`src/source/decode_pkg.sv`:
```
package decode_pkg;

	localparam int m_width = 64; // pc, immediate and target width
	localparam int lg_prf_entries = 6;
	localparam int lg_pht_sz = 8;

	// ordinals are fixed, the vector file depends on them
	typedef enum logic [6:0]
	{
		II,
		NOP,
		LB,
		LH,
		LW,
		LD,
		LBU,
		LHU,
		ADDI,
		SLLI,
		SLTI,
		SLTIU,
		XORI,
		SRLI,
		SRAI,
		ORI,
		ANDI,
		AUIPC,
		ADDIW,
		SLLIW,
		SRAIW,
		SB,
		SH,
		SW,
		SD,
		ADDU,
		SUBU,
		MUL,
		SLL,
		MULH,
		SLT,
		SLTU,
		MULHU,
		XOR,
		DIV,
		SRL,
		DIVU,
		SRA,
		OR,
		REM,
		AND,
		REMU,
		LUI,
		ADDW,
		SUBW,
		BEQ,
		BNE,
		BLT,
		BGE,
		BLTU,
		BGEU,
		JALR,
		JR,
		RET,
		J,
		JAL,
		BREAK,
		MONITOR,
		RDCYCLE,
		RDCYCLEH,
		RDINSTRET,
		RDINSTRETH,
		RDBRANCH,
		RDFAULTEDBRANCH
	} uop_op_e;

endpackage

```
`src/source/pc_imm_gen.sv`:
```
`timescale 1ns/1ps

module pc_imm_gen
(
	input logic [31:0] insn,
	input logic [decode_pkg::m_width-1:0] pc,
	input logic mode64,
	output logic [decode_pkg::m_width-1:0] pc_imm
);
	import decode_pkg::*;

	logic [m_width-1:0] sel_imm;
	logic [m_width-1:0] sum;

	always_comb
	begin
		sel_imm = '0;
		case (insn[6:0])
			7'h17: // auipc
			begin
				sel_imm = {{(m_width-32){insn[31]}}, insn[31:12], 12'd0};
			end
			7'h63: // conditional branches
			begin
				sel_imm = {{(m_width-12){insn[31]}}, insn[7], insn[30:25], insn[11:8], 1'b0};
			end
			7'h6f: // jal
			begin
				sel_imm = {{(m_width-20){insn[31]}}, insn[19:12], insn[20], insn[30:21], 1'b0};
			end
			default:
			begin
				sel_imm = '0;
			end
		endcase
	end

	assign sum = pc + sel_imm;

	// rv32 target wraps at 32 bits
	assign pc_imm = mode64 ? sum : {{(m_width-32){sum[31]}}, sum[31:0]};

endmodule

```
`src/source/decode_riscv.sv`:
```
`timescale 1ns/1ps

module decode_riscv
(
	input logic mode64,
	input logic [31:0] insn,
	input logic [decode_pkg::m_width-1:0] pc,
	input logic insn_pred,
	input logic [decode_pkg::lg_pht_sz-1:0] pht_idx,
	input logic [decode_pkg::m_width-1:0] insn_pred_target,
	output decode_pkg::uop_op_e op,
	output logic [decode_pkg::lg_prf_entries-1:0] src_a,
	output logic [decode_pkg::lg_prf_entries-1:0] src_b,
	output logic [decode_pkg::lg_prf_entries-1:0] dst,
	output logic src_a_valid,
	output logic src_b_valid,
	output logic dst_valid,
	output logic [15:0] imm,
	output logic [decode_pkg::m_width-17:0] jmp_imm,
	output logic [decode_pkg::m_width-1:0] rvimm,
	output logic is_mem,
	output logic is_store,
	output logic is_int,
	output logic is_cheap_int,
	output logic is_br,
	output logic br_pred,
	output logic serializing_op,
	output logic must_restart,
	output logic [decode_pkg::m_width-1:0] uop_pc,
	output logic [decode_pkg::lg_pht_sz-1:0] uop_pht_idx
);
	import decode_pkg::*;

	wire [6:0] opcode = insn[6:0];
	wire [2:0] funct3 = insn[14:12];
	wire [6:0] funct7 = insn[31:25];

	wire [lg_prf_entries-1:0] rd = {{(lg_prf_entries-5){1'b0}}, insn[11:7]};
	wire [lg_prf_entries-1:0] rs1 = {{(lg_prf_entries-5){1'b0}}, insn[19:15]};
	wire [lg_prf_entries-1:0] rs2 = {{(lg_prf_entries-5){1'b0}}, insn[24:20]};
	wire rs1_is_link = (rs1 == 'd1) || (rs1 == 'd5); // ra or t0

	wire [m_width-1:0] i_imm = {{(m_width-12){insn[31]}}, insn[31:20]};
	wire [m_width-1:0] s_imm = {{(m_width-12){insn[31]}}, insn[31:25], insn[11:7]};
	wire [m_width-1:0] u_imm = {{(m_width-32){insn[31]}}, insn[31:12], 12'd0};

	logic [m_width-1:0] pc_imm;
	logic fold_x0; // op becomes NOP when rd is x0

	pc_imm_gen u_pc_imm_gen
	(
		.insn(insn),
		.pc(pc),
		.mode64(mode64),
		.pc_imm(pc_imm)
	);

	assign uop_pc = pc;
	assign uop_pht_idx = pht_idx;

	always_comb
	begin
		op = II;
		src_a = '0;
		src_b = '0;
		dst = '0;
		src_a_valid = 1'b0;
		src_b_valid = 1'b0;
		dst_valid = 1'b0;
		imm = 16'd0;
		jmp_imm = '0;
		rvimm = '0;
		is_mem = 1'b0;
		is_store = 1'b0;
		is_int = 1'b0;
		is_cheap_int = 1'b0;
		is_br = 1'b0;
		br_pred = 1'b0;
		serializing_op = 1'b0;
		must_restart = 1'b0;
		fold_x0 = 1'b0;
		case (opcode)
			7'h03: // loads
			begin
				dst = rd;
				src_a = rs1;
				dst_valid = (rd != '0);
				src_a_valid = 1'b1;
				is_mem = 1'b1;
				rvimm = i_imm;
				case (funct3)
					3'd0: op = LB;
					3'd1: op = LH;
					3'd2: op = LW;
					3'd3: op = LD;
					3'd4: op = LBU;
					3'd5: op = LHU;
					default: op = II;
				endcase
			end
			7'h0f: op = NOP; // fence
			7'h13:
			begin
				dst = rd;
				src_a = rs1;
				dst_valid = (rd != '0);
				src_a_valid = (rd != '0);
				is_int = 1'b1;
				rvimm = i_imm;
				fold_x0 = 1'b1;
				case (funct3)
					3'd0: op = ADDI;
					3'd1: op = SLLI;
					3'd2: op = SLTI;
					3'd3: op = SLTIU;
					3'd4: op = XORI;
					3'd5:
						if (insn[31:26] == 6'h00)
							op = SRLI;
						else if (insn[31:26] == 6'h10)
							op = SRAI;
					3'd6: op = ORI;
					3'd7: op = ANDI;
					default: op = II;
				endcase
				is_cheap_int = (op != II);
			end
			7'h17: // auipc
			begin
				op = AUIPC;
				dst = rd;
				dst_valid = (rd != '0);
				is_int = 1'b1;
				is_cheap_int = 1'b1;
				rvimm = pc_imm;
				fold_x0 = 1'b1;
			end
			7'h1b: // word immediates
			begin
				dst = rd;
				src_a = rs1;
				dst_valid = (rd != '0);
				src_a_valid = (rd != '0);
				is_int = 1'b1;
				rvimm = i_imm;
				fold_x0 = 1'b1;
				case (funct3)
					3'd0: op = ADDIW;
					3'd1: op = SLLIW;
					3'd5: op = SRAIW;
					default: op = II;
				endcase
				is_cheap_int = (op != II);
			end
			7'h23: // stores
			begin
				src_a = rs1;
				src_b = rs2;
				src_a_valid = 1'b1;
				src_b_valid = 1'b1;
				is_mem = 1'b1;
				is_store = 1'b1;
				rvimm = s_imm;
				case (funct3)
					3'd0: op = SB;
					3'd1: op = SH;
					3'd2: op = SW;
					3'd3: op = SD;
					default: op = II;
				endcase
			end
			7'h33:
			begin
				dst = rd;
				src_a = rs1;
				src_b = rs2;
				dst_valid = (rd != '0);
				src_a_valid = 1'b1;
				src_b_valid = 1'b1;
				is_int = 1'b1;
				fold_x0 = 1'b1;
				case ({funct7, funct3})
					{7'h00, 3'd0}: op = ADDU;
					{7'h01, 3'd0}: op = MUL;
					{7'h20, 3'd0}: op = SUBU;
					{7'h00, 3'd1}: op = SLL;
					{7'h01, 3'd1}: op = MULH;
					{7'h00, 3'd2}: op = SLT;
					{7'h00, 3'd3}: op = SLTU;
					{7'h01, 3'd3}: op = MULHU;
					{7'h00, 3'd4}: op = XOR;
					{7'h01, 3'd4}: op = DIV;
					{7'h00, 3'd5}: op = SRL;
					{7'h01, 3'd5}: op = DIVU;
					{7'h20, 3'd5}: op = SRA;
					{7'h00, 3'd6}: op = OR;
					{7'h01, 3'd6}: op = REM;
					{7'h00, 3'd7}: op = AND;
					{7'h01, 3'd7}: op = REMU;
					default: op = II;
				endcase
				is_cheap_int = (op != II) && (funct7 != 7'h01); // muldiv is not cheap
			end
			7'h37: // lui
			begin
				op = LUI;
				dst = rd;
				dst_valid = (rd != '0);
				is_int = 1'b1;
				is_cheap_int = 1'b1;
				rvimm = u_imm;
				fold_x0 = 1'b1;
			end
			7'h3b:
			begin
				dst = rd;
				src_a = rs1;
				src_b = rs2;
				dst_valid = (rd != '0);
				src_a_valid = 1'b1;
				src_b_valid = 1'b1;
				is_int = 1'b1;
				fold_x0 = 1'b1;
				if (funct3 == 3'd0 && funct7 == 7'h00)
					op = ADDW;
				else if (funct3 == 3'd0 && funct7 == 7'h20)
					op = SUBW;
				is_cheap_int = (op != II);
			end
			7'h63: // conditional branches
			begin
				src_a = rs1;
				src_b = rs2;
				src_a_valid = 1'b1;
				src_b_valid = 1'b1;
				is_int = 1'b1;
				is_cheap_int = 1'b1;
				is_br = 1'b1;
				br_pred = insn_pred;
				rvimm = pc_imm;
				case (funct3)
					3'd0: op = BEQ;
					3'd1: op = BNE;
					3'd4: op = BLT;
					3'd5: op = BGE;
					3'd6: op = BLTU;
					3'd7: op = BGEU;
					default: op = II;
				endcase
			end
			7'h67: // jalr, jr, ret
			begin
				src_a = rs1;
				src_a_valid = 1'b1;
				is_int = 1'b1;
				is_cheap_int = 1'b1;
				is_br = 1'b1;
				br_pred = 1'b1;
				imm = insn_pred_target[15:0];
				jmp_imm = insn_pred_target[m_width-1:16];
				rvimm = i_imm;
				if (rd == '0)
					op = rs1_is_link ? RET : JR;
				else
				begin
					op = JALR;
					dst = rd;
					dst_valid = 1'b1;
				end
			end
			7'h6f: // jal, j
			begin
				is_int = 1'b1;
				is_br = 1'b1;
				br_pred = 1'b1;
				rvimm = pc_imm;
				if (rd == '0)
					op = J;
				else
				begin
					op = JAL;
					dst = rd;
					dst_valid = 1'b1;
					is_cheap_int = 1'b1;
				end
			end
			7'h73: // system
			begin
				is_int = 1'b1;
				op = NOP;
				if (insn[31:7] == '0)
				begin
					op = BREAK;
					serializing_op = 1'b1;
				end
				else if (insn[31:20] == 12'd1 && insn[19:7] == '0)
				begin
					op = MONITOR;
					serializing_op = 1'b1;
					must_restart = 1'b1;
				end
				else if (funct3 == 3'd2) // csrrs counter reads
				begin
					case (insn[31:20])
						12'hc00: op = RDCYCLE;
						12'hc02: op = RDINSTRET;
						12'hc03: op = RDBRANCH;
						12'hc80:
							if (!mode64)
								op = RDCYCLEH;
						12'hc82:
							if (!mode64)
								op = RDINSTRETH;
						12'hc04: op = RDFAULTEDBRANCH;
						default: op = NOP;
					endcase
					if (op != NOP)
					begin
						dst = rd;
						dst_valid = (rd != '0);
						serializing_op = 1'b1;
						fold_x0 = 1'b1;
					end
				end
			end
			default: op = II;
		endcase
		if (fold_x0 && rd == '0 && op != II)
			op = NOP;
	end

endmodule

```
`src/source/decode_stage.sv`:
```
`timescale 1ns/1ps

module decode_stage
(
	input logic clk,
	input logic reset,
	input logic insn_valid,
	input logic mode64,
	input logic [31:0] insn,
	input logic [decode_pkg::m_width-1:0] pc,
	input logic insn_pred,
	input logic [decode_pkg::lg_pht_sz-1:0] pht_idx,
	input logic [decode_pkg::m_width-1:0] insn_pred_target,
	output logic uop_valid,
	output decode_pkg::uop_op_e op,
	output logic [decode_pkg::lg_prf_entries-1:0] src_a,
	output logic [decode_pkg::lg_prf_entries-1:0] src_b,
	output logic [decode_pkg::lg_prf_entries-1:0] dst,
	output logic src_a_valid,
	output logic src_b_valid,
	output logic dst_valid,
	output logic [15:0] imm,
	output logic [decode_pkg::m_width-17:0] jmp_imm,
	output logic [decode_pkg::m_width-1:0] rvimm,
	output logic is_mem,
	output logic is_store,
	output logic is_int,
	output logic is_cheap_int,
	output logic is_br,
	output logic br_pred,
	output logic serializing_op,
	output logic must_restart,
	output logic [decode_pkg::m_width-1:0] uop_pc,
	output logic [decode_pkg::lg_pht_sz-1:0] uop_pht_idx
);
	import decode_pkg::*;

	uop_op_e d_op;
	logic [lg_prf_entries-1:0] d_src_a, d_src_b, d_dst;
	logic d_src_a_valid, d_src_b_valid, d_dst_valid;
	logic [15:0] d_imm;
	logic [m_width-17:0] d_jmp_imm;
	logic [m_width-1:0] d_rvimm, d_pc;
	logic d_is_mem, d_is_store, d_is_int, d_is_cheap_int;
	logic d_is_br, d_br_pred, d_serializing_op, d_must_restart;
	logic [lg_pht_sz-1:0] d_pht_idx;

	decode_riscv u_decode
	(
		.mode64(mode64),
		.insn(insn),
		.pc(pc),
		.insn_pred(insn_pred),
		.pht_idx(pht_idx),
		.insn_pred_target(insn_pred_target),
		.op(d_op),
		.src_a(d_src_a),
		.src_b(d_src_b),
		.dst(d_dst),
		.src_a_valid(d_src_a_valid),
		.src_b_valid(d_src_b_valid),
		.dst_valid(d_dst_valid),
		.imm(d_imm),
		.jmp_imm(d_jmp_imm),
		.rvimm(d_rvimm),
		.is_mem(d_is_mem),
		.is_store(d_is_store),
		.is_int(d_is_int),
		.is_cheap_int(d_is_cheap_int),
		.is_br(d_is_br),
		.br_pred(d_br_pred),
		.serializing_op(d_serializing_op),
		.must_restart(d_must_restart),
		.uop_pc(d_pc),
		.uop_pht_idx(d_pht_idx)
	);

	always_ff @(posedge clk)
	begin
		if (reset)
		begin
			uop_valid <= 1'b0;
			op <= II;
			src_a <= '0;
			src_b <= '0;
			dst <= '0;
			src_a_valid <= 1'b0;
			src_b_valid <= 1'b0;
			dst_valid <= 1'b0;
			imm <= '0;
			jmp_imm <= '0;
			rvimm <= '0;
			is_mem <= 1'b0;
			is_store <= 1'b0;
			is_int <= 1'b0;
			is_cheap_int <= 1'b0;
			is_br <= 1'b0;
			br_pred <= 1'b0;
			serializing_op <= 1'b0;
			must_restart <= 1'b0;
			uop_pc <= '0;
			uop_pht_idx <= '0;
		end
		else if (insn_valid)
		begin
			uop_valid <= 1'b1;
			op <= d_op;
			src_a <= d_src_a;
			src_b <= d_src_b;
			dst <= d_dst;
			src_a_valid <= d_src_a_valid;
			src_b_valid <= d_src_b_valid;
			dst_valid <= d_dst_valid;
			imm <= d_imm;
			jmp_imm <= d_jmp_imm;
			rvimm <= d_rvimm;
			is_mem <= d_is_mem;
			is_store <= d_is_store;
			is_int <= d_is_int;
			is_cheap_int <= d_is_cheap_int;
			is_br <= d_is_br;
			br_pred <= d_br_pred;
			serializing_op <= d_serializing_op;
			must_restart <= d_must_restart;
			uop_pc <= d_pc;
			uop_pht_idx <= d_pht_idx;
		end
		else
			uop_valid <= 1'b0; // payload holds
	end

	// a store must also go down the memory pipe
	a_store_is_mem: assert property (@(posedge clk) disable iff (reset)
		uop_valid |-> (!is_store || is_mem));

	// only links may target a register picked up without the x0 check
	a_dst_nonzero: assert property (@(posedge clk) disable iff (reset)
		(uop_valid && dst_valid) |-> (dst != '0 || op == JAL || op == JALR));

	a_idle_after_reset: assert property (@(posedge clk)
		reset |=> !uop_valid);

endmodule

```
`config.mk`:
```
export PLATFORM = sky130hd
export DESIGN_NAME = decode_stage
export DESIGN_NICKNAME = d
export VERILOG_FILES = /design/src/source/decode_pkg.sv /design/src/source/pc_imm_gen.sv /design/src/source/decode_riscv.sv /design/src/source/decode_stage.sv
export SDC_FILE = /design/constraint.sdc
export NUM_CORES = 1
export LEC_CHECK = 0
export BUFFER_PORTS_ARGS = -buffer_cell sky130_fd_sc_hd__buf_2
export CORE_MARGIN = 3
export CORE_UTILIZATION = 40
export CTS_BUF_LIST = sky130_fd_sc_hd__clkbuf_4 sky130_fd_sc_hd__clkbuf_8
export CTS_CLUSTER_SIZE = 10
export DETAILED_ROUTE_END_ITERATION = 10
export PLACE_DENSITY = 0.63
export SLEW_MARGIN = 20
export SYNTH_ARGS = -nofsm -noshare
export SYNTH_HDL_FRONTEND = slang
export SYNTH_SLANG_ARGS = --single-unit
```
`constraint.sdc`:
```
create_clock -name clk -period 9.5 [get_ports clk]
set_clock_uncertainty 0.2 [all_clocks]
set_input_delay 0.475 -clock clk [delete_from_list [all_inputs] [get_ports clk]]
set_output_delay 0.475 -clock clk [all_outputs]
set_load 0.005 [all_outputs]
```
==> results of run 1 <==
==> synthesized netlist by cell type (8+ instances only) <==
| cell | n | area share |
|---|---|---|
| o21ai_0 | 94 | 0.034 |
| o211ai_1 | 8 | 0.0044 |
| and2_1 | 17 | 0.0077 |
| nor2b_1 | 8 | 0.0036 |
| o31ai_1 | 16 | 0.0087 |
| o21bai_1 | 9 | 0.0049 |
| a221o_1 | 16 | 0.012 |
| a21oi_1 | 84 | 0.031 |
| buf_2 | 15 | 0.0055 |
| a22oi_1 | 9 | 0.0049 |
| nand3_1 | 48 | 0.017 |
| ha_1 | 38 | 0.035 |
| xor2_1 | 16 | 0.010 |
| nand2b_1 | 9 | 0.0041 |
| inv_1 | 21 | 0.0057 |
| clkbuf_1 | 104 | 0.028 |
| dfxtp_1 | 233 | 0.34 |
| and3_1 | 16 | 0.0073 |
| a31oi_1 | 8 | 0.0036 |
| nand2_1 | 144 | 0.039 |
| o21a_1 | 9 | 0.0049 |
| nor4_1 | 27 | 0.012 |
| a211oi_1 | 11 | 0.0060 |
| a21o_1 | 35 | 0.019 |
| mux2i_1 | 90 | 0.066 |
| a221oi_1 | 25 | 0.016 |
| a22o_1 | 84 | 0.054 |
| a21boi_0 | 8 | 0.0044 |
| nor3_1 | 47 | 0.017 |
| buf_1 | 13 | 0.0036 |
| nor2_1 | 187 | 0.051 |
| or3_1 | 18 | 0.0082 |
| xnor2_1 | 46 | 0.029 |
| nand4_1 | 24 | 0.011 |
| or4_1 | 11 | 0.0060 |
==> through the flow <==
stage	instance area (µm²)	cells
after floorplan	13700	1680
after global placement	15900	2403
after detailed placement	15900	2403
after CTS	17900	2590
after global routing	17900	2590
final	17900	2591
==> logic make-up (layout without fill, tap and decap cells) <==
| kind of cell | count (synthesis) | after routing | share of synthesized area |
|---|---|---|---|
| AND/OR/NAND/NOR | 601 | 601 | 0.214 |
| buffers and inverters | 165 | 627 | 0.0495 |
| flip-flops | 233 | 233 | 0.340 |
| AO/OA/AOI/OAI | 483 | 483 | 0.253 |
| adder cells (fa/ha/maj) | 40 | 40 | 0.0368 |
| other | 1 | 5 | 0.000273 |
| multiplexers | 91 | 91 | 0.0664 |
| XOR/XNOR | 63 | 63 | 0.0407 |
==> registers in the layout (all words and copies together) (netlist names), 5 cells and up <==
name and count:
imm 16, rvimm 64, uop_pht_idx 8, op 6, jmp_imm 48, uop_pc 64
src_a 5, src_b 5, dst 5
==> worst paths after layout <==
kind	startpoint	endpoint	slack, ps	cells past startpoint
setup / recovery	insn[2]	rvimm[53]	4050	17
setup reg to reg	rvimm[60]	rvimm[60]	8110	4
hold / removal	insn[17]	src_a[2]	40	2
hold reg to reg	rvimm[49]	rvimm[49]	240	2
==> power breakdown <==
group	switching, mW	internal (mW)
logic	0.201	0.139
clock network	0.429	0.519
registers	0.0109	1.00
==> timing repair <==
item / in CTS / in global routing
resized for setup: 0 / 0
hold endpoints to repair: 119 / 0
hold buffers: 118 / 0
buffers inserted: 0 / 0
==> worst register-to-register path: stages (launching register included) <==
cell and delay (ps):
dfxtp_1 340, and2_1 170, a2111oi_0 300, mux2_2 240, nor2_1 40
==> routing by layer <==
metal / vias to the layer above / global-route usage / wire [µm]
met2: 749 / 0.474 / 25700
met3: 144 / 0.0671 / 4770
met5: - / 0 / 0
met1: 7174 / 0.359 / 22800
met4: 0 / 0.118 / 2190
li1: 7084 / - / -
==> cell type report <==
cell class              count  area (µm²)  share of cell area
well taps                 448         561              0.0314
inverters                  24        90.1             0.00504
clock inverters            11        95.1             0.00532
clock buffers              58         723              0.0404
diodes                      1        2.50            0.000140
repair buffers            534        3300               0.184
flip-flops and latches    233        4660               0.261
multi-input cells        1282        8450               0.472
==> impl_metrics.ini, run 1 <==
[synthesis]
synth_edf_count = 0
yosysWarnings = 0
syn-instance-count = 1677
synth.yosys.seq_area_share = 0.340
synth_flop_cell = dfxtp_1
syn_avg_cell_area_um2 = 8.19
synth-seq-cells = 233
post_synth_num_cell_types = 92
synth-async-reset-ratio = 0
netlist_area_um2 = 13700

[floorplanning]
die-height_um = 191
core_area_um2 = 33700
start_util = 0.407
die_w_um = 191
io_pins = 410
rows = 67
dieArea_um2 = 36600

[final_layout]
drive_gt1_frac = 0.240
most-common-layout-cells = buf_2, dfxtp_1, nor2_1, nand2_1, dlygate4sd3_1
fillers = 3182
syn_to_final_growth_pct = 30.2
fin_nets = 2327
final_core_util = 0.531
final_common_cell = buf_2

[place]
dp_slack_ps = 3600
port_buffers = 405
gp_congestion = 0.965
dp_hpwl_um = 40300

[grt]
global_route.overflow_total = 0
grt_start_max_net_pins = 87
grt_pass1_wl_um = 82500
grt_pass1_vias = 14400
globalRouteTotalUtil = 0.287
antenna_found_initial = 0

[routing]
avgRoutedWirePerCell_um = 21.4
vias_per_cell = 5.85
vias = 15200
drt_iter0_markers = 1293
wirelength_um = 55400
drcViolationCount = 0
first_pass_iters = 7
postRouteAntennaNets = 0

[setup_path]
cp_data_required_time_ps = 9830
path_class = in -> reg
crit_path_top_delay_cell = a221oi_4
worstSetupStartpointType = input port
cp-end-kind = register
critPathTopFamily = compound AO/OA/AOI/OAI gates
worstPathArrival_ps = 5780
path_buf_inv = 1
cp_max_fo = 19
cp_cell_sequence = buf_2 -> and3b_1 -> nand2_1 -> nor2_1 -> and2_1 -> a21o_1 -> ha_1 -> a21oi_1 -> o21ai_1 -> a41o_1 -> a2111oi_4 -> a21oi_2 -> xnor2_2 -> mux2i_1 -> a221oi_4 -> and2_0 -> a221o_1
cpPeakStageDelay_ps = 740

[clock_network]
cts_max_path_buffers = 3
clkTransAtPathRegs_ps = 60
cts_sinks = 233
cts_buffers = 40
htree_levels = 2
root_buffer = clkbuf_8
clkLatencyLatePin_ps = 600
cts_tree = built

[sta]
holdWs_ps = 39.1
fin_ws_ps = 4050
hold_violations = 0
rsz0062_at_grt = false
final_max_slew_viol_count = 0
fmax_ghz = 0.184
setup_violations = 0
slew_headroom = 0.287
finalCritPeriodShare = 0.573
tns_ps = 0
worst_pin_slew_ps = 1070
fin_crit_ps = 5450

[power_and_ir_drop]
power.density_nw_per_um2 = 129
ir_drop_mv = 0.111
total_power_mw = 2.30
leakagePower_nw = 8.28

[flow_run]
drv_cap = 0

[hold_path]
hp-class = in -> reg

[outcome]
run_status = finished clean
No activity file was read; power rests on OpenSTA's default activity.
==> run 2: changes to the inputs <==
--- a/config.mk
+++ b/config.mk
@@ -11,7 +11,7 @@
 export CTS_BUF_LIST = sky130_fd_sc_hd__clkbuf_4 sky130_fd_sc_hd__clkbuf_8
 export CTS_CLUSTER_SIZE = 10
 export DETAILED_ROUTE_END_ITERATION = 10
-export PLACE_DENSITY = 0.63
+export PLACE_DENSITY = 0.65
 export SLEW_MARGIN = 20
 export SYNTH_ARGS = -nofsm -noshare
 export SYNTH_HDL_FRONTEND = slang
==> constraint.sdc (replaced) <==
create_clock -name clk -period 4.8 [get_ports clk]
set_clock_uncertainty 0.2 [all_clocks]
set_input_delay 0.24 -clock clk [delete_from_list [all_inputs] [get_ports clk]]
set_output_delay 0.24 -clock clk [all_outputs]
set_load 0.005 [all_outputs]
==> run 2 against run 1 <==
Total power rose by 100%. Hold slack improved by 18 ps. Design area increased by 5.4%. Die area stayed put. Sequential power up 98%. Sequential share of layout area is 1.3 points lower. Worst setup slack worse by 3900 ps. Utilization grew 2.9 points. Via count is 4.7% higher. First-iteration DRC count rose by 36%. Count of clock-buffer cells in the layout increased by 3. Largest cell class unchanged.
==> impl_metrics.ini, run 2 (synthesized netlist as in run 1, its figures left out) <==
[outcome]
run_status = finished clean

[hold_path]
worstHoldStart = pc[31]
hp-class = in -> reg

[setup_path]
path_buf_inv = 6
path_class = in -> reg
worstSetupStartpointType = input port
crit_path_top_delay_cell = dlygate4sd3_1
worstPathArrival_ps = 4900
cp_common_cell = buf_4
cpPeakStageDelay_ps = 550
critPathTopFamily = simple AND/OR/NAND/NOR gates
cp-end-kind = register
cp_cell_sequence = dlygate4sd3_1 -> buf_2 -> nand3b_1 -> nor2_4 -> a22o_1 -> ha_1 -> inv_1 -> fa_1 -> nor2b_1 -> o2111ai_1 -> buf_4 -> a21oi_1 -> o311ai_2 -> a21oi_2 -> buf_4 -> nor4_1 -> buf_4 -> or4_1 -> a2bb2oi_1 -> nor2b_1
ff2ff_setup_slack_ps = 3440
cp_max_fo = 8
crit_start = insn[6]
r2r_start = rvimm[60]
cp_data_required_time_ps = 5070

[final_layout]
final_cells = 2694
reg.largest.list = rvimm (64), uop_pc (64), jmp_imm (48)
drive_gt1_frac = 0.260
syn_to_final_growth_pct = 37.3
antenna_cells = 0
most-common-layout-cells = buf_2, dfxtp_1, nor2_1, dlygate4sd3_1, nand2_1
fin_nets = 2429
final_core_util = 0.559
final_common_cell = buf_2

[routing]
wirelength_um = 58400
vias = 15900
drt_iter0_markers = 1764
avgRoutedWirePerCell_um = 21.7
vias_per_cell = 5.89
first_pass_iters = 6
drcViolationCount = 0
postRouteAntennaNets = 0

[sta]
finalCritPeriodShare = 0.965
worst_pin_slew_ps = 1190
slew_headroom = 0.200
holdWs_ps = 56.9
setup_violations = 0
fin_crit_ps = 4630
hold_violations = 0
final_max_slew_viol_count = 0
tns_ps = 0
fmax_ghz = 0.216

[clock_network]
root_buffer = clkbuf_8
clkTransAtPathRegs_ps = 60
cts_sinks = 233
cts_buffers = 40
clkLatencyLatePin_ps = 550
cts_max_path_buffers = 3
cts_tree = built
htree_levels = 2

[place]
placedCellCount = 2461
gp_congestion = 0.981
dp_hpwl_um = 41900
port_buffers = 405

[flow_run]
drv_cap = 0

[power_and_ir_drop]
leakagePower_nw = 8.77
ir_drop_mv = 0.175
power.density_nw_per_um2 = 246

[grt]
grt_pass1_wl_um = 86800
grt_pass1_vias = 15000
global_route.overflow_total = 0
globalRouteTotalUtil = 0.300
antenna_found_initial = 1
grt_start_max_net_pins = 81

[floorplanning]
start_util = 0.407
dieArea_um2 = 36600
rows = 67
core_area_um2 = 33700
io_pins = 410
die-height_um = 191
die_w_um = 191
==> run 2: cell types whose count changed in the layout (fill, tap and decap cells not counted), moves of 2 or more <==
cell and delta:
buf_4 +56, dlygate4sd3_1 +43, buf_12 +3, clkbuf_8 +2, clkinvlp_4 -2, nor2_1 -2
==> run 2: cell type report <==
cell class	instances	area (µm²)
Timing Repair Buffer	636	4210
Multi-Input combinational cell	1282	8490
Inverter	24	90.1
Tap cell	448	561
Fill cell	3066	14800
Sequential cell	233	4660
Clock buffer	61	758
Clock inverter	10	82.6
==> run 2: worst reg2reg max path: cells and delay by family, from the launching register on <==
family,cells,cell delay [ps]
compound gates,1,280
mux,1,220
flops,1,340
simple gates,2,210
==> run 2: per-stage QoR <==
| stage | setup slack (ps) | power [mW] | instance area [µm²] |
|---|---|---|---|
| finish | 168 | 4.65 | 18900 |
| detailed placement | 9.59 | 2.65 | 16300 |
| CTS | 6.39 | 4.66 | 18800 |
| floorplan | 247 | 2.38 | 13700 |
| global placement | 135 | 2.64 | 16300 |
| global route | -44.0 | 4.84 | 18900 |
==> run 2: routing by layer <==
metal | up-vias | track usage | share of wire
met5 | - | 0 | 0
met2 | 920 | 0.490 | 0.46
li1 | 7306 | - | -
met4 | 0 | 0.137 | 0.048
met3 | 173 | 0.0631 | 0.10
met1 | 7459 | 0.380 | 0.40
==> run 2: report_power, final <==
| group | total [mW] | switching, mW | internal, mW |
|---|---|---|---|
| Clock | 1.91 | 0.844 | 1.07 |
| Sequential | 2.00 | 0.0232 | 1.98 |
| Combinational | 0.735 | 0.418 | 0.316 |
| Total | 4.65 | 1.29 | 3.36 |
==> run 2: final timing paths <==
path | end | cells past startpoint
worst max-delay path | rvimm[55] | 20
worst min-delay path | uop_pc[31] | 3
worst max register to register | rvimm[60] | 4
worst min register to register | rvimm[44] | 2
==> run 2: repair_timing <==
item,4_1_cts,5_1_grt
buffers inserted,0,1
setup endpoints to repair,0,27
gates resized for setup,0,12
hold endpoints to repair,198,0
hold buffers,161,0
==> run 3: changes to the inputs <==
--- a/config.mk
+++ b/config.mk
@@ -12,7 +12,6 @@
 export CTS_CLUSTER_SIZE = 10
 export DETAILED_ROUTE_END_ITERATION = 10
 export PLACE_DENSITY = 0.65
-export SLEW_MARGIN = 20
 export SYNTH_ARGS = -nofsm -noshare
 export SYNTH_HDL_FRONTEND = slang
 export SYNTH_SLANG_ARGS = --single-unit
==> constraint.sdc (replaced) <==
create_clock -name clk -period 4.8 [get_ports clk]
set_clock_uncertainty 0.2 [all_clocks]
set_input_delay 1.44 -clock clk [delete_from_list [all_inputs] [get_ports clk]]
set_output_delay 1.44 -clock clk [all_outputs]
set_load 0.005 [all_outputs]
==> run 3 against run 2 <==
The run now ends with setup timing left. Global-route usage fell by 0.19 points. Non-clock buffer count rose by 65. Sequential power about the same. Count of clock-buffer cells in the layout is 4 higher. Combinational power up 3.8%. Register-to-register slack improved by 30 ps. Maximum frequency shrank 5.2%. Sequential share of layout area down 1.3 points. Utilization increased by 3.0 points. Clock power about the same. Die area unchanged. Critical path type unchanged. Largest power group unchanged.
==> impl_metrics.ini, run 3 (synthesized netlist as in run 1, its figures left out) <==
[grt]
globalRouteTotalUtil = 0.298
global_route.overflow_total = 0
antenna_found_initial = 4
grt_start_max_net_pins = 87
grt_pass1_wl_um = 86100
grt_pass1_vias = 15200

[outcome]
run_status = complete, but fails checks
violations = setup timing

[power_and_ir_drop]
ir_drop_mv = 0.188
power.density_nw_per_um2 = 234
leakagePower_nw = 9.31
total_power_mw = 4.66

[setup_path]
cp_cell_sequence = buf_4 -> or3b_4 -> nor3_4 -> buf_6 -> a21o_1 -> ha_4 -> a21oi_4 -> o21a_1 -> o21ai_1 -> maj3_2 -> or4_4 -> o21ba_4 -> o41ai_4 -> and3_4 -> o21ai_2 -> a221o_1
cp-end-kind = register
cp_data_required_time_ps = 5090
crit_start = insn[5]
r2r_start = rvimm[60]
crit_path_top_delay_cell = or4_4
critPathTopFamily = simple AND/OR/NAND/NOR gates
worstSetupStartpointType = input port
cp_max_fo = 6
worstPathArrival_ps = 5170
path_buf_inv = 2
path_class = in -> reg
cpPeakStageDelay_ps = 430

[place]
gp_congestion = 1.03
dp_hpwl_um = 43800
placedCellCount = 2660
port_buffers = 405

[routing]
postRouteAntennaNets = 0
first_pass_iters = 8
avgRoutedWirePerCell_um = 21.0
drcViolationCount = 0
vias = 16100
vias_per_cell = 5.82
drt_iter0_markers = 1730
wirelength_um = 58100

[sta]
final_max_slew_viol_count = 0
fmax_ghz = 0.205
fin_ws_ps = -88.2
fin_crit_ps = 4890
worst_pin_slew_ps = 1010
rsz0062_at_grt = true
setup_violations = 2
hold_violations = 0
tns_ps = -94.5
finalCritPeriodShare = 1.02
slew_headroom = 0.325

[clock_network]
htree_levels = 2
root_buffer = clkbuf_8
holdBufCountCts = 0
cts_tree = built
cts_sinks = 233
cts_buffers = 40
clkLatencyLatePin_ps = 580
clkTransAtPathRegs_ps = 60
cts_max_path_buffers = 3

[floorplanning]
die_w_um = 191
start_util = 0.407
rows = 67
die-height_um = 191
dieArea_um2 = 36600
core_area_um2 = 33700
io_pins = 410

[final_layout]
final_cells = 2762
reg.largest.list = rvimm (64), uop_pc (64), jmp_imm (48)
fin_nets = 2494
final_core_util = 0.590
syn_to_final_growth_pct = 44.7
final_common_cell = buf_2
fillers = 3012
drive_gt1_frac = 0.399
most-common-layout-cells = buf_2, buf_4, dfxtp_1, nor2_1, nand2_1

[flow_run]
drv_cap = 0

[hold_path]
worstHoldStart = rvimm[57]
hp-class = reg -> reg
run 3: cell types whose count changed in the layout (fill, tap and decap cells not counted), moves of 11 or more:
cell and delta:
buf_4 +211, a21oi_1 -19, dlygate4sd3_1 -161, ha_4 +15, ha_1 -18, o21ai_0 -13
a21oi_2 +11, buf_6 +14
run 3: cell type report:
cell class                 count  area, µm²  share of cell area
inverter                      24       90.1             0.00453
sequential                   233       4660               0.235
clock buffer                  65        801              0.0403
antenna                        3       7.51            0.000378
clock inverter                 6       37.5             0.00189
timing repair buffer         701       4380               0.221
multi-input combinational   1282       9320               0.469
tap                          448        561              0.0282
run 3: path summary, 6_finish.rpt:
| path | to | slack (ps) | cells past startpoint |
|---|---|---|---|
| min reg2reg | rvimm[57] | 230 | 2 |
| max reg2reg | rvimm[60] | 3470 | 4 |
| min | rvimm[57] | 230 | 2 |
| max | rvimm[48] | -90 | 16 |
run 3: repair_timing:
action | CTS | global route
setup buffers | 11 | 15
cloned | 0 | 2
setup endpoints to repair | 31 | 34
pin swaps | 18 | 73
hold endpoints to repair | 0 | 0
resized for setup | 48 | 104
run 3: layer usage:
metal / wire (µm) / share of wire / global-route usage / up-vias
met5: 0 / 0 / 0 / -
met4: 2350 / 0.040 / 0.119 / 0
met3: 5300 / 0.091 / 0.0568 / 168
met2: 26900 / 0.46 / 0.492 / 900
met1: 23500 / 0.41 / 0.384 / 7593
li1: - / - / - / 7425
run 3: worst min-delay path, delay by kind of cell (launching register included):
kind             cells  cell delay, ps
and+or+nand+nor      2              90
DFF                  1             300
run 3: through the flow:
stage          setup WS (ps)  hold slack, ps  cell area [µm²]
2_1_floorplan           -490             235            14000
3_3_place_gp            -854             224            18000
3_5_place_dp            -966             224            18000
4_1_cts                0.465             234            19200
5_1_grt                 -135             254            19900
6_report               -88.2             231            19900
run 3: power by group:
part           total [mW]  internal [mW]  switching, mW
registers            2.00           1.98         0.0213
logic               0.763          0.322          0.441
clock network        1.89           1.05          0.840
